## config.mk

```make
export PLATFORM = sky130hd
export DESIGN_NAME = idStage
export DESIGN_NICKNAME = d
export VERILOG_FILES = /design/src/source/idPkg.sv /design/src/source/readPortIf.sv /design/src/source/operandForward.sv /design/src/source/decodeControl.sv /design/src/source/branchResolve.sv /design/src/source/idStage.sv
export VERILOG_INCLUDE_DIRS = /design/src /design/src/source
export SDC_FILE = /design/constraint.sdc
export NUM_CORES = 1
export LEC_CHECK = 0
export BUFFER_PORTS_ARGS = -buffer_cell sky130_fd_sc_hd__buf_2
export CORE_MARGIN = 8
export CORE_UTILIZATION = 30
export DETAILED_ROUTE_END_ITERATION = 8
export MAX_ROUTING_LAYER = met4
export PLACE_DENSITY_LB_ADDON = 0.15
export SLEW_MARGIN = 40
export SYNTH_ARGS = -nofsm -noshare
export SYNTH_HDL_FRONTEND = slang
export SYNTH_SLANG_ARGS = --single-unit
export TNS_END_PERCENT = 30
```

## constraint.sdc

```tcl
create_clock -name vclk -period 7.25
set_input_delay 1.45 -clock vclk [all_inputs]
set_output_delay 1.45 -clock vclk [all_outputs]
set_load 0.01 [all_outputs]
```

## src/source/idStage_macros.svh

```systemverilog
`ifndef IDSTAGE_MACROS_SVH
`define IDSTAGE_MACROS_SVH

// Data path and register file
`define WORD_WIDTH         16
`define REG_ADDR_WIDTH     4
`define REG_T              4'd8
`define REG_NONE           4'd0
`define PC_UNIT            16'd1

// Major opcodes, instruction bits 15:11
`define OP_NOP             5'b00001
`define OP_B               5'b00010
`define OP_BEQZ            5'b00100
`define OP_BNEZ            5'b00101
`define OP_ADDIU3          5'b01000
`define OP_ADDIU           5'b01001
`define OP_SLTI            5'b01010
`define OP_BTEQZ_GROUP     5'b01100
`define OP_LI              5'b01101
`define OP_CMPI            5'b01110
`define OP_LW              5'b10011
`define OP_SW              5'b11011
`define OP_TRINARY         5'b11100
`define OP_LOGIC_JUMP      5'b11101

// Function codes
// Bits 10:8
`define FUNCT_BTEQZ        3'b000
// Bits 1:0
`define FUNCT_ADDU         2'b01
`define FUNCT_SUBU         2'b11
// Bits 4:0
`define FUNCT_AND          5'b01100
`define FUNCT_OR           5'b01101
`define FUNCT_CMP          5'b01010
// Bits 7:0
`define FUNCT_JR           8'b00000000

// ALU operations sent to execute
`define ALU_OP_WIDTH       4
`define ALU_NOP            4'd0
`define ALU_ADD            4'd1
`define ALU_SUB            4'd2
`define ALU_AND            4'd3
`define ALU_OR             4'd4
`define ALU_SLT            4'd5
`define ALU_CMP            4'd6
`define ALU_LW             4'd7
`define ALU_SW             4'd8

// Branch kinds from decode to branch unit
`define BRANCH_KIND_WIDTH  3
`define BR_NONE            3'd0
`define BR_ALWAYS          3'd1
`define BR_IF_ZERO         3'd2
`define BR_IF_NONZERO      3'd3
`define BR_REGISTER        3'd4

`endif

```

## src/source/idPkg.sv

```systemverilog
package idPkg;

  // One instruction word, three field layouts
  typedef union packed {
    // Register-register: ADDU, SUBU, AND, OR, CMP, JR
    struct packed {
      logic [4:0] opcode;
      logic [2:0] rx;
      logic [2:0] ry;
      logic [2:0] rz;
      logic [1:0] funct2;
    } rrr;
    // Register plus 8-bit immediate
    struct packed {
      logic [4:0] opcode;
      logic [2:0] rx;
      logic [7:0] imm8;
    } ri8;
    // Unconditional branch offset
    struct packed {
      logic [4:0]  opcode;
      logic [10:0] imm11;
    } i11;
  } instWordT;

endpackage

```

## src/source/readPortIf.sv

```systemverilog
`timescale 1ns/1ns
`include "idStage_macros.svh"

interface readPortIf;
  logic                       enable;
  logic [`REG_ADDR_WIDTH-1:0] addr;
  logic [`WORD_WIDTH-1:0]     data;
  logic                       stall;

  // Decoder picks the register and gets back the resolved value
  modport decode (output enable, output addr, input data);

  // Bypass network resolves the value and flags a load-use hazard
  modport forward (input enable, input addr, output data, output stall);

  modport branch (input data);

  // Top level export of the read request
  modport observe (input enable, input addr, input stall);
endinterface

```

## src/source/operandForward.sv

```systemverilog
`timescale 1ns/1ns
`include "idStage_macros.svh"

module operandForward (
  input  logic                       rstN_i,
  readPortIf.forward                 port,
  input  logic [`WORD_WIDTH-1:0]     regFileData_i,
  input  logic                       exWriteEn_i,
  input  logic [`REG_ADDR_WIDTH-1:0] exWriteAddr_i,
  input  logic [`WORD_WIDTH-1:0]     exWriteData_i,
  input  logic [`ALU_OP_WIDTH-1:0]   exAluOp_i,
  input  logic                       memWriteEn_i,
  input  logic [`REG_ADDR_WIDTH-1:0] memWriteAddr_i,
  input  logic [`WORD_WIDTH-1:0]     memWriteData_i
);

  logic loadUse;
  logic exHit;
  logic memHit;

  // Load result is not ready until after memory, so wait a cycle
  assign loadUse = (exAluOp_i == `ALU_LW) && (exWriteAddr_i == port.addr);
  assign exHit   = exWriteEn_i && (exWriteAddr_i == port.addr);
  assign memHit  = memWriteEn_i && (memWriteAddr_i == port.addr);

  // Youngest producer wins
  always_comb begin
    port.stall = 1'b0;
    port.data  = '0;
    if (rstN_i && port.enable) begin
      if (loadUse) begin
        port.stall = 1'b1;
      end else if (exHit) begin
        port.data = exWriteData_i;
      end else if (memHit) begin
        port.data = memWriteData_i;
      end else begin
        port.data = regFileData_i;
      end
    end
  end

endmodule

```

## src/source/decodeControl.sv

```systemverilog
`timescale 1ns/1ns
`include "idStage_macros.svh"

module decodeControl
  import idPkg::*;
(
  input  instWordT                      inst_i,
  readPortIf.decode                     port1,
  readPortIf.decode                     port2,
  output logic [`WORD_WIDTH-1:0]        operand1_o,
  output logic [`WORD_WIDTH-1:0]        operand2_o,
  output logic [`ALU_OP_WIDTH-1:0]      aluOp_o,
  output logic                          writeEn_o,
  output logic [`REG_ADDR_WIDTH-1:0]    writeAddr_o,
  output logic [`BRANCH_KIND_WIDTH-1:0] branchKind_o
);

  logic [4:0]                 opcode;
  logic [4:0]                 funct5;
  logic [`REG_ADDR_WIDTH-1:0] rx;
  logic [`REG_ADDR_WIDTH-1:0] ry;
  logic [`REG_ADDR_WIDTH-1:0] rz;
  logic [`WORD_WIDTH-1:0]     sgnImm4;
  logic [`WORD_WIDTH-1:0]     sgnImm5;
  logic [`WORD_WIDTH-1:0]     sgnImm8;
  logic [`WORD_WIDTH-1:0]     zeroImm8;
  logic                       isRegPair;
  logic                       isJr;

  assign opcode = inst_i.rrr.opcode;
  assign funct5 = {inst_i.rrr.rz, inst_i.rrr.funct2};

  // 3-bit fields address R0..R7 only
  assign rx = {1'b0, inst_i.rrr.rx};
  assign ry = {1'b0, inst_i.rrr.ry};
  assign rz = {1'b0, inst_i.rrr.rz};

  assign sgnImm4  = {{(`WORD_WIDTH-4){inst_i.ri8.imm8[3]}}, inst_i.ri8.imm8[3:0]};
  assign sgnImm5  = {{(`WORD_WIDTH-5){inst_i.ri8.imm8[4]}}, inst_i.ri8.imm8[4:0]};
  assign sgnImm8  = {{(`WORD_WIDTH-8){inst_i.ri8.imm8[7]}}, inst_i.ri8.imm8};
  assign zeroImm8 = {{(`WORD_WIDTH-8){1'b0}}, inst_i.ri8.imm8};

  // Two-source register ops share one read pattern
  assign isRegPair =
    ((opcode == `OP_TRINARY) &&
     ((inst_i.rrr.funct2 == `FUNCT_ADDU) || (inst_i.rrr.funct2 == `FUNCT_SUBU))) ||
    ((opcode == `OP_LOGIC_JUMP) &&
     ((funct5 == `FUNCT_AND) || (funct5 == `FUNCT_OR) || (funct5 == `FUNCT_CMP)));
  assign isJr = (opcode == `OP_LOGIC_JUMP) && (inst_i.ri8.imm8 == `FUNCT_JR);

  // Read ports depend on the instruction alone
  always_comb begin
    port1.enable = 1'b0;
    port1.addr   = '0;
    port2.enable = 1'b0;
    port2.addr   = '0;
    if (isRegPair || (opcode == `OP_SW)) begin
      port1.enable = 1'b1;
      port1.addr   = rx;
      port2.enable = 1'b1;
      port2.addr   = ry;
    end else if ((opcode == `OP_BTEQZ_GROUP) && (inst_i.rrr.rx == `FUNCT_BTEQZ)) begin
      port1.enable = 1'b1;
      port1.addr   = `REG_T;
    end else if (isJr || (opcode == `OP_BEQZ) || (opcode == `OP_BNEZ) ||
                 (opcode == `OP_ADDIU3) || (opcode == `OP_ADDIU) ||
                 (opcode == `OP_SLTI) || (opcode == `OP_CMPI) || (opcode == `OP_LW)) begin
      port1.enable = 1'b1;
      port1.addr   = rx;
    end
  end

  // NOP and unknown codes keep the defaults
  always_comb begin
    operand1_o   = '0;
    operand2_o   = '0;
    aluOp_o      = `ALU_NOP;
    writeEn_o    = 1'b0;
    writeAddr_o  = `REG_NONE;
    branchKind_o = `BR_NONE;
    if (isRegPair) begin
      operand1_o = port1.data;
      operand2_o = port2.data;
      writeEn_o  = 1'b1;
    end
    case (opcode)
      `OP_B:    branchKind_o = `BR_ALWAYS;
      `OP_BEQZ: branchKind_o = `BR_IF_ZERO;
      `OP_BNEZ: branchKind_o = `BR_IF_NONZERO;
      `OP_BTEQZ_GROUP: begin
        if (inst_i.rrr.rx == `FUNCT_BTEQZ) begin
          branchKind_o = `BR_IF_ZERO;
        end
      end
      `OP_ADDIU3: begin
        operand1_o  = port1.data;
        operand2_o  = sgnImm4;
        aluOp_o     = `ALU_ADD;
        writeEn_o   = 1'b1;
        writeAddr_o = ry;
      end
      `OP_ADDIU, `OP_SLTI, `OP_CMPI: begin
        operand1_o  = port1.data;
        operand2_o  = sgnImm8;
        writeEn_o   = 1'b1;
        aluOp_o     = (opcode == `OP_ADDIU) ? `ALU_ADD :
                      (opcode == `OP_SLTI) ? `ALU_SLT : `ALU_CMP;
        writeAddr_o = (opcode == `OP_ADDIU) ? rx : `REG_T;
      end
      `OP_LI: begin
        operand1_o  = zeroImm8;
        aluOp_o     = `ALU_OR;
        writeEn_o   = 1'b1;
        writeAddr_o = rx;
      end
      `OP_LW: begin
        operand1_o  = port1.data;
        operand2_o  = sgnImm5;
        aluOp_o     = `ALU_LW;
        writeEn_o   = 1'b1;
        writeAddr_o = ry;
      end
      // Store address formed here with the store data on operand 2
      `OP_SW: begin
        operand1_o = port1.data + sgnImm5;
        operand2_o = port2.data;
        aluOp_o    = `ALU_SW;
      end
      `OP_TRINARY: begin
        if (isRegPair) begin
          aluOp_o     = (inst_i.rrr.funct2 == `FUNCT_SUBU) ? `ALU_SUB : `ALU_ADD;
          writeAddr_o = rz;
        end
      end
      `OP_LOGIC_JUMP: begin
        case (funct5)
          `FUNCT_AND: begin
            aluOp_o     = `ALU_AND;
            writeAddr_o = rx;
          end
          `FUNCT_OR: begin
            aluOp_o     = `ALU_OR;
            writeAddr_o = rx;
          end
          `FUNCT_CMP: begin
            aluOp_o     = `ALU_CMP;
            writeAddr_o = `REG_T;
          end
          default: begin
            if (isJr) begin
              branchKind_o = `BR_REGISTER;
            end
          end
        endcase
      end
      default: begin
      end
    endcase
  end

endmodule

```

## src/source/branchResolve.sv

```systemverilog
`timescale 1ns/1ns
`include "idStage_macros.svh"

module branchResolve
  import idPkg::*;
(
  input  logic                          rstN_i,
  input  instWordT                      inst_i,
  input  logic [`WORD_WIDTH-1:0]        instAddr_i,
  input  logic                          inDelaySlot_i,
  input  logic [`BRANCH_KIND_WIDTH-1:0] branchKind_i,
  readPortIf.branch                     reg1,
  output logic                          jump_o,
  output logic [`WORD_WIDTH-1:0]        jumpTarget_o
);

  logic [`WORD_WIDTH-1:0] sgnImm8;
  logic [`WORD_WIDTH-1:0] sgnImm11;
  logic                   isZero;
  logic                   taken;

  assign sgnImm8  = {{(`WORD_WIDTH-8){inst_i.ri8.imm8[7]}}, inst_i.ri8.imm8};
  assign sgnImm11 = {{(`WORD_WIDTH-11){inst_i.i11.imm11[10]}}, inst_i.i11.imm11};
  assign isZero   = (reg1.data == '0);

  // Offsets are relative to the delay slot
  always_comb begin
    taken        = 1'b0;
    jumpTarget_o = '0;
    case (branchKind_i)
      `BR_ALWAYS: begin
        taken        = 1'b1;
        jumpTarget_o = instAddr_i + sgnImm11 + `PC_UNIT;
      end
      `BR_IF_ZERO, `BR_IF_NONZERO: begin
        taken        = (branchKind_i == `BR_IF_ZERO) ? isZero : !isZero;
        jumpTarget_o = instAddr_i + sgnImm8 + `PC_UNIT;
      end
      `BR_REGISTER: begin
        taken        = 1'b1;
        jumpTarget_o = reg1.data;
      end
      default: begin
      end
    endcase
  end

  // A branch sitting in a delay slot never redirects the PC
  assign jump_o = rstN_i && taken && !inDelaySlot_i;

endmodule

```

## src/source/idStage.sv

```systemverilog
`timescale 1ns/1ns
`include "idStage_macros.svh"

module idStage
  import idPkg::*;
(
  input  logic                       rstN_i,
  input  logic [`WORD_WIDTH-1:0]     instAddr_i,
  input  instWordT                   inst_i,
  input  logic [`WORD_WIDTH-1:0]     reg1Data_i,
  input  logic [`WORD_WIDTH-1:0]     reg2Data_i,
  input  logic                       inDelaySlot_i,
  input  logic                       exWriteEn_i,
  input  logic [`REG_ADDR_WIDTH-1:0] exWriteAddr_i,
  input  logic [`WORD_WIDTH-1:0]     exWriteData_i,
  input  logic [`ALU_OP_WIDTH-1:0]   exAluOp_i,
  input  logic                       memWriteEn_i,
  input  logic [`REG_ADDR_WIDTH-1:0] memWriteAddr_i,
  input  logic [`WORD_WIDTH-1:0]     memWriteData_i,
  output logic                       reg1Enable_o,
  output logic [`REG_ADDR_WIDTH-1:0] reg1Addr_o,
  output logic                       reg2Enable_o,
  output logic [`REG_ADDR_WIDTH-1:0] reg2Addr_o,
  output logic                       jump_o,
  output logic [`WORD_WIDTH-1:0]     jumpTarget_o,
  output logic [`WORD_WIDTH-1:0]     operand1_o,
  output logic [`WORD_WIDTH-1:0]     operand2_o,
  output logic [`ALU_OP_WIDTH-1:0]   aluOp_o,
  output logic                       writeEn_o,
  output logic [`REG_ADDR_WIDTH-1:0] writeAddr_o,
  output logic                       stall_o
);

  logic [`BRANCH_KIND_WIDTH-1:0] branchKind;

  readPortIf port1If ();
  readPortIf port2If ();

  decodeControl decode0 (
    .inst_i       (inst_i),
    .port1        (port1If.decode),
    .port2        (port2If.decode),
    .operand1_o   (operand1_o),
    .operand2_o   (operand2_o),
    .aluOp_o      (aluOp_o),
    .writeEn_o    (writeEn_o),
    .writeAddr_o  (writeAddr_o),
    .branchKind_o (branchKind)
  );

  operandForward fwd1 (
    .rstN_i         (rstN_i),
    .port           (port1If.forward),
    .regFileData_i  (reg1Data_i),
    .exWriteEn_i    (exWriteEn_i),
    .exWriteAddr_i  (exWriteAddr_i),
    .exWriteData_i  (exWriteData_i),
    .exAluOp_i      (exAluOp_i),
    .memWriteEn_i   (memWriteEn_i),
    .memWriteAddr_i (memWriteAddr_i),
    .memWriteData_i (memWriteData_i)
  );

  operandForward fwd2 (
    .rstN_i         (rstN_i),
    .port           (port2If.forward),
    .regFileData_i  (reg2Data_i),
    .exWriteEn_i    (exWriteEn_i),
    .exWriteAddr_i  (exWriteAddr_i),
    .exWriteData_i  (exWriteData_i),
    .exAluOp_i      (exAluOp_i),
    .memWriteEn_i   (memWriteEn_i),
    .memWriteAddr_i (memWriteAddr_i),
    .memWriteData_i (memWriteData_i)
  );

  // Only port 1 ever feeds a branch decision
  branchResolve branch0 (
    .rstN_i        (rstN_i),
    .inst_i        (inst_i),
    .instAddr_i    (instAddr_i),
    .inDelaySlot_i (inDelaySlot_i),
    .branchKind_i  (branchKind),
    .reg1          (port1If.branch),
    .jump_o        (jump_o),
    .jumpTarget_o  (jumpTarget_o)
  );

  // Read requests go out to the register file
  assign reg1Enable_o = port1If.enable;
  assign reg1Addr_o   = port1If.addr;
  assign reg2Enable_o = port2If.enable;
  assign reg2Addr_o   = port2If.addr;

  assign stall_o = port1If.stall | port2If.stall;

endmodule

```

== Yosys cells after proc, flatten, opt, wreduce, memory -nomap -nowiden ==
Cells that the tools add are included.
Word-level totals
  output and inout port bits: 69
  register bits after elaboration: 0
Operators by class
  $add $sub $neg: 5
  equal/unequal tests: 27
  multiplexer cells: 43
  bitwise gates (word level): 1
  reduce and logical (&&, ||, !) cells: 39
Operators with widths (number)
  two-way mux 16 bit: 10
  case mux 16 bit (3 select lines): 2
  case mux 16 bit (4 select lines): 1
  adder 16 bit: 3
  equality test 5 x 4 -> 1 bit, second input constant: 9
  adder 16 x 1 -> 16 bit, second input constant: 2
  case mux 4 bit (7 select lines): 1
  equality test 5 bit, second input constant: 4
  two-way mux 4 bit: 5
  case mux 4 bit (5 select lines): 1
  zero test 16 bit: 1
  two-way mux 3 bit: 5
  case mux 3 bit (5 select lines): 1
  logical AND 1 bit: 14
  logical OR 1 bit: 12
  two-way mux 1 bit: 11
  equality test 5 x 3 -> 1 bit, second input constant: 2
  case mux 3 bit (3 select lines): 1
  equality test 4 x 3 -> 1 bit: 2
  equality test 4 bit: 2
  zero test 8 bit: 1
  case mux 4 bit (2 select lines): 1
  OR reduction 2 bit: 4
  equality test 3 x 2 -> 1 bit, second input constant: 2
  other kinds (14): 18

== Longest topological paths before layout ==
Gate-level depths: netlist (run 1).
  depth after elaboration: 24
  depth in mapped cells: 24
  mapped depth without buffers: 22

== Cells and area by module ==
Synthesis (run 1) repeated with hierarchy kept, for this count alone.
Second synthesis, totals
  cells, all modules: 615
  area, all modules: 4316.6 µm²
Modules (own cells, without submodules)
  decodeControl: sequential area each 0.0 µm², instances 1, area each 1559.0 µm², cells an instance 226
  branchResolve: sequential area each 0.0 µm², instances 1, area each 1412.6 µm², cells an instance 200
  operandForward: sequential area each 0.0 µm², instances 2, area each 669.4 µm², cells an instance 94
  idStage: sequential area each 0.0 µm², instances 1, area each 6.3 µm², cells an instance 1

== Worst setup path before layout (run 1) ==
Ideal clock, no wire load.
  kind: input to output
  start point: in inst_i[2] (netlist name)
  end point: out operand1_o[14]
  path buffers: 5
  path slack: -0.354 ns
  data arrival time: 6.154 ns
  stages on the path: 24
  data required time: 5.800 ns
  cells stage by stage: buf_2 > or4_4 > nor4_4 > and2_1 > buf_4 > o31ai_4 > xnor2_2 > or3_1 > buf_2 > buf_6 > buf_6 > a211oi_1 > ha_1 > inv_1 > fa_1 > nor2b_1 > a221o_1 > a31oi_1 > o21ai_0 > a31oi_1 > o311ai_1 > a21oi_1 > xor2_1 > o21ai_1
Between the ends
  word-level cells in the longest chain between the ends: 20
  elaborated cells on any way between the ends: 36
  those cells by class: 1 x add/sub; 5 x eq/ne; 12 x mux; 18 x reduce/logical
Ends and longest elaborated chain
  from (decl): line idStage.sv:9  | input instWordT inst_i,
  zero test 8 bit (no line)
  logical AND 1 bit: line decodeControl.sv:49  | assign isJr = (opcode == `OP_LOGIC_JUMP) && (inst_i.ri8.imm8 == `FUNCT_JR);
  logical OR 1 bit (7 in series): line decodeControl.sv:65  | end else if (isJr || (opcode == `OP_BEQZ) || (opcode == `OP_BNEZ) ||
  two-way mux 3 bit: line decodeControl.sv:65
  two-way mux 4 bit: line decodeControl.sv:62  | end else if ((opcode == `OP_BTEQZ_GROUP) && (inst_i.rrr.rx == `FUNCT_BTEQZ)) begin
  two-way mux 4 bit: line decodeControl.sv:57  | if (isRegPair || (opcode == `OP_SW)) begin
  equality test 4 bit: line operandForward.sv:24  | assign memHit = memWriteEn_i && (memWriteAddr_i == port.addr);
  logical AND 1 bit: line operandForward.sv:24
  two-way mux 16 bit: line operandForward.sv:35  | end else if (memHit) begin
  two-way mux 16 bit: line operandForward.sv:33  | end else if (exHit) begin
  two-way mux 16 bit: line operandForward.sv:31  | if (loadUse) begin
  two-way mux 16 bit: line operandForward.sv:30  | if (rstN_i && port.enable) begin
  adder 16 bit / two-way mux 16 bit (equally long branches): line decodeControl.sv:125, decodeControl.sv:81
  case mux 16 bit (3 select lines) (*): line decodeControl.sv:86  | case (opcode)
  to (decl): line idStage.sv:26  | output logic [`WORD_WIDTH-1:0] operand1_o,
Mark *: on every way between the ends. The rest lies on a longest branch, timed or not.

== Final worst setup path (run 1) ==
  start point: in inst_i[6] (netlist name)
  end point: out operand1_o[11]
Between the ends
  word-level cells in the longest chain between the ends: 20
  elaborated cells on any way between the ends: 28
  those cells by class: 1 x add/sub; 2 x eq/ne; 12 x mux; 13 x reduce/logical
Ends and longest elaborated chain (line)
  zero test 8 bit (no line) (*)
  logical AND 1 bit (*): decodeControl.sv:49
  logical OR 1 bit (*) (7 in series): decodeControl.sv:65
  two-way mux 3 bit: decodeControl.sv:65
  two-way mux 4 bit: decodeControl.sv:62
  two-way mux 4 bit: decodeControl.sv:57
  equality test 4 bit: operandForward.sv:24
  logical AND 1 bit: operandForward.sv:24
  two-way mux 16 bit: operandForward.sv:35
  two-way mux 16 bit: operandForward.sv:33
  two-way mux 16 bit: operandForward.sv:31
  two-way mux 16 bit (*): operandForward.sv:30
  adder 16 bit / two-way mux 16 bit (equally long branches): decodeControl.sv:125, decodeControl.sv:81
  case mux 16 bit (3 select lines) (*): decodeControl.sv:86
Marks and branches as above.

==> qor.yml, run 1 <==
synthesis:
  synth_top_area_cell: "ha_1"
  yosys-top-cells-count: "nor2_1, nand2_1, o21ai_0, a21oi_1, ha_1"
  synthDistinctLibCells: 83
  synth_most_common_cell: "nor2_1"
  yosysSeqAreaShare_pct: 0
  synth_area_leaders: "ha_1, mux2i_1, xnor2_1"
  synth_area_per_cell_um2: 6.90
  syn_nets: 738
  synth_top_area_share_pct: 11.1
  ys_warn_count: 0
  syn-instance-count: 588
  synthesis.area_um2: 4060
drt:
  ant_nets: 0
  drt_pass1_iterations: 5
  via_count: 5624
  drt-vias-per-instance: 5.44
  drt_iter0_drc: 390
  remaining_drc_errors: 0
  wirelength_mm: 19.6
  wl_per_cell_um: 19.0
critical_path:
  crit_path_end_kind: "output port"
  cpPeakStageDelay_ns: 0.54
  critical_path.max_fanout: 4
  crit_path_top_delay_cell: "or4_4"
  required_ns: 5.80
  critical_path_arrival_ns: 6.10
  path_cells: "buf_6 > or4_4 > nor4_4 > nand2_2 > buf_6 > a32oi_2 > o32ai_2 > and2_4 > buf_6 > mux2i_4 > a211oi_4 > ha_1 > a21o_1 > a21o_1 > a21o_1 > a21o_1 > a21oi_2 > maj3_2 > o21ai_2 > a21bo_4 > buf_4 > xnor2_1 > o21ai_1 > buf_2"
  path_buf_inv: 5
  startpoint_type: "primary input"
  crit_top_cell: "a21o_1"
  cp_top_family: "compound AO/OA/AOI/OAI gates"
  critPathKind: "primary input to output port"
global_routing:
  antenna_found_initial: 1
  grt_pass1_vias: 5660
  grt_max_degree: 23
  grt_pass1_wl_mm: 30.2
  grt_usage_pct: 21.4
  globalRouteOverflowTotal: 0
floorplanning:
  die_x_um: 132
  initial_core_util_pct: 30.6
  die_h_um: 132
  dieArea_um2: 17500
  fp-row-count: 42
  io_pins: 181
  coreArea_um2: 13200
sta:
  period_share_pct: 104
  setup_ws_ns: -0.298
  period_minus_slack_ns: 7.55
  fmax_mhz: 132
  final.setup.tns_ns: -1.64
  hold_viol: 0
  rsz0062_at_grt: "yes"
  worst_pin_slew_ns: 0.742
  finalSetupViolCount: 10
  slew_violations: 0
  max-slew-margin-rel_pct: 50.4
power:
  leakage_nw: 3.18
  switchingPower_uw: 196
  p_total_uw: 364
  power.internal_uw: 168
  clock_power_share_pct: 0
  p_comb_share_pct: 100.0
  switching_share_pct: 53.9
  powerDensity_nw_per_um2: 58.4
  vdd_drop_max_mv: 0.0232
  seqPwrFrac_pct: 0
job:
  maxCapViolCount: 0
layout:
  clockBufferCount: 0
  fin_area_um2: 6220
  ff_latch_area_um2: 0
  fillerInstances: 1403
  layout-drive-gt1-share_pct: 42.6
  area_growth_pct: 53.4
  design.seq.count: 0
  nets: 1008
  post-route-util_pct: 47.0
outcome:
  status: "finished, violations left"
  violations: "setup timing"
placed_design:
  portBuffers: 180
  dpl.hpwl_mm: 16.6
  place_area_um2: 5790
  gp_congestion: 0.956
hold_path:
  hold_path_class: "primary input to output port"
metal layers:
layer / vias up / part of all wire, % / track usage, %
met4: 0 / 1.8 / 3.72
met1: 2660 / 47 / 28.0
met3: 20 / 4.5 / 1.71
met2: 206 / 47 / 35.5
met5: - / 0 / -
li1: 2738 / - / -
cell families (layout without fill, tap and decap cells):
group	Yosys count	after routing	synth area share, %
AND/OR/NAND/NOR	203	203	26.4
adder cells (fa/ha/maj)	40	40	12.6
XOR/XNOR	47	47	10.3
multiplexers	33	33	8.14
buffers and inverters	62	330	7.03
AO/OA/AOI/OAI	202	202	35.4
other	1	2	0.0924
power groups by stage:
| stage | Clock, mW | Sequential, mW | Combinational [mW] |
|---|---|---|---|
| 3_5_place_dp | 0 | 0 | 0.331 |
| 6_report | 0.0000000184 | 0 | 0.364 |
| 4_1_cts | 0 | 0 | 0.352 |
| 5_1_grt | 0.0000000184 | 0 | 0.393 |
| 2_1_floorplan | 0 | 0 | 0.194 |
| 3_3_place_gp | 0 | 0 | 0.327 |
worst paths after layout:
path / slack, ns / end / cells after the start / startpoint
worst max-delay path: -0.30 / operand1_o[11] / 24 / inst_i[6]
worst min-delay path: 3.15 / jump_o / 3 / inDelaySlot_i
tightest hold or removal path, delay by kind of cell:
kind	cells	cell delay (ns)
buf+inv	2	0.22
simple gates	1	0.03
through the flow:
stage	setup WS, ns	instances	hold WS, ns
finish	-0.298	1033	3.15
global route	-0.440	1033	3.16
CTS	-0.133	1022	3.15
detailed placement	-0.370	1007	3.15
global placement	-0.225	1007	3.15
floorplan	-0.168	588	2.93
cell type report:
class | instances | area (um2) | share of cell area [%]
Timing Repair Buffer | 297 | 1840 | 29.6
Tap cell | 176 | 220 | 3.54
Multi-Input combinational cell | 526 | 4040 | 64.9
Antenna cell | 1 | 2.50 | 0.0402
Inverter | 33 | 124 | 1.99
timing repair:
| action | in CTS | in global routing |
|---|---|---|
| gates resized for setup | 42 | 12 |
| hold buffers | 0 | 0 |
| pin swaps | 20 | 34 |
| endpoints found under the hold margin | 0 | 0 |
| setup buffers | 15 | 11 |
| endpoints found under the setup margin | 8 | 11 |
layout by cell type (no fill, tap or decap), types with 6 or more instances in the layout:
cell,Yosys,routed
buf_2,6,174
buf_4,4,113
nand2_1,53,53
nor2_1,55,53
o21ai_0,45,40
a21oi_1,43,37
ha_1,36,34
xnor2_1,31,31
mux2i_1,33,31
inv_1,30,28
a21o_1,18,18
xor2_1,15,15
nor3_1,14,14
nand2b_1,10,10
a211oi_1,15,10
nor2b_1,10,9
a31oi_1,12,9
a22oi_1,9,9
o21ai_1,5,7
buf_6,4,7
nor4_1,7,6
a21oi_2,0,6
and3_1,6,6
a221o_1,6,6
o31ai_1,6,6
Note: power is estimated with default switching activity, not from simulation.
==> run 2, diff against run 1 <==
==> constraint.sdc (replaced) <==
create_clock -name vclk -period 8
set_input_delay 1.6 -clock vclk [all_inputs]
set_output_delay 1.6 -clock vclk [all_outputs]
set_load 0.01 [all_outputs]
==> run 2 against run 1 <==
The flow now finishes without violations. Flip-flop and latch count unchanged. Sequential share of layout area unchanged. Count of clock-buffer cells in the layout unchanged. Die area unchanged. Critical path depth down 3. Non-clock buffer count down 48. First-iteration DRC count up 12%. Final cell count down 4.5%. Critical endpoint is now operand1_o[12]. Largest cell class unchanged.
==> qor.yml, run 2 (synthesis gave the netlist of run 1 again) <==
sta:
  fin_hold_ws_ns: 3.45
  worst_pin_slew_ns: 0.720
  fmax_mhz: 127
  period_share_pct: 98.5
  slew_violations: 0
  finalSetupViolCount: 0
  hold_viol: 0
  max-slew-margin-rel_pct: 51.8
  period_minus_slack_ns: 7.88
  setup_ws_ns: 0.123
  final.setup.tns_ns: 0
power:
  powerDensity_nw_per_um2: 52.5
  leakage_nw: 2.90
  vdd_drop_max_mv: 0.0284
global_routing:
  grt_max_degree: 27
  globalRouteOverflowTotal: 0
  grt_pass1_vias: 5371
  grt_usage_pct: 21.3
  grt_pass1_wl_mm: 30.0
  antenna_found_initial: 2
floorplanning:
  coreArea_um2: 13200
  dieArea_um2: 17500
  die_h_um: 132
  initial_core_util_pct: 30.6
  io_pins: 181
  fp-row-count: 42
  die_x_um: 132
layout:
  post-route-util_pct: 43.1
  layout-drive-gt1-share_pct: 37.3
  nets: 960
  ff_latch_area_um2: 0
  layout_commonest_cell: "buf_2"
  clockBufferCount: 0
  stdcell_count: 986
  design.seq.count: 0
  mostFrequentLayoutCells: "buf_2, buf_4, nand2_1"
  area_growth_pct: 40.6
critical_path:
  crit_path_end_kind: "output port"
  required_ns: 6.40
  critPathKind: "primary input to output port"
  critical_path.max_fanout: 10
  critical_path_arrival_ns: 6.28
  startpoint_type: "primary input"
job:
  maxCapViolCount: 0
placed_design:
  gp_congestion: 0.902
  portBuffers: 180
  place_ws_ns: 0.00900
  dp.cells: 975
  dpl.hpwl_mm: 16.5
drt:
  drt_pass1_iterations: 5
  drt_iter0_drc: 436
  via_count: 5456
  wl_per_cell_um: 19.9
  ant_nets: 0
  remaining_drc_errors: 0
  wirelength_mm: 19.6
  drt-vias-per-instance: 5.53
clocking:
  cts_hold_buf: 0
hold_path:
  hold_depth: 3
  hp-start: "inDelaySlot_i"
  hold_path_class: "primary input to output port"
  min_to: "jump_o"
outcome:
  status: "finished clean"
## run 2: area by class of cell
class	count	area, um2
Antenna cell	2	5.00
Multi-Input combinational cell	526	3920
Tap cell	176	220
Inverter	33	124
Timing Repair Buffer	249	1440
Fill cell	1475	7540
## run 2: timing repair
| item | in CTS | in global routing |
|---|---|---|
| buffers inserted | 0 | 9 |
| resized for setup | 1 | 33 |
| endpoints found under the setup margin | 2 | 8 |
| pin swaps | 0 | 15 |
## run 2: how the worst max path moves through the flow
stage               startpoint              to  slack (ns)  depth (start not counted)
finish              inst_i[11]  operand1_o[12]        0.12                         21
global route        inst_i[11]  operand1_o[12]       -0.07                         21
global placement    inst_i[15]  operand1_o[12]        0.12                         21
CTS                  inst_i[0]  operand1_o[13]      -0.006                         21
detailed placement   inst_i[0]  operand1_o[13]       0.009                         21
floorplan            inst_i[2]  operand1_o[14]         0.1                         24
## run 2: metrics by stage
stage          cell area, um2  total power, mW
5_1_grt                  5700            0.328
3_5_place_dp             5480            0.284
3_3_place_gp             5460            0.282
4_1_cts                  5480            0.286
6_report                 5700            0.300
2_1_floorplan            4060            0.172
## run 2: layer usage
layer / track usage (%) / wire length, um / vias up
met3: 3.01 / 1290 / 18
met2: 34.5 / 9090 / 223
met1: 27.9 / 8970 / 2568
li1: - / - / 2647
met5: - / 0 / -
met4: 3.41 / 241 / 0
## run 2: power breakdown
| group | switching, mW | internal (mW) | total [mW] |
|---|---|---|---|
| clock network | 0 | 0.0000000335 | 0.0000000335 |
| registers | 0 | 0 | 0 |
| logic | 0.168 | 0.132 | 0.300 |
## run 2: worst max-delay path, stage by stage
cell       delay (ns)
clkbuf_4         0.16
or3b_4           0.41
a2111oi_4        0.42
nor3_4           0.12
inv_2            0.17
o31ai_4          0.09
xnor2_2          0.20
or3_4            0.43
buf_8            0.17
a211oi_1         0.22
buf_4            0.19
ha_1             0.25
a221o_1          0.38
a31oi_4          0.22
a21oi_1          0.11
o311ai_2         0.36
o311ai_2         0.20
a21oi_1          0.20
xor2_1           0.16
o21ai_1          0.07
buf_2            0.14
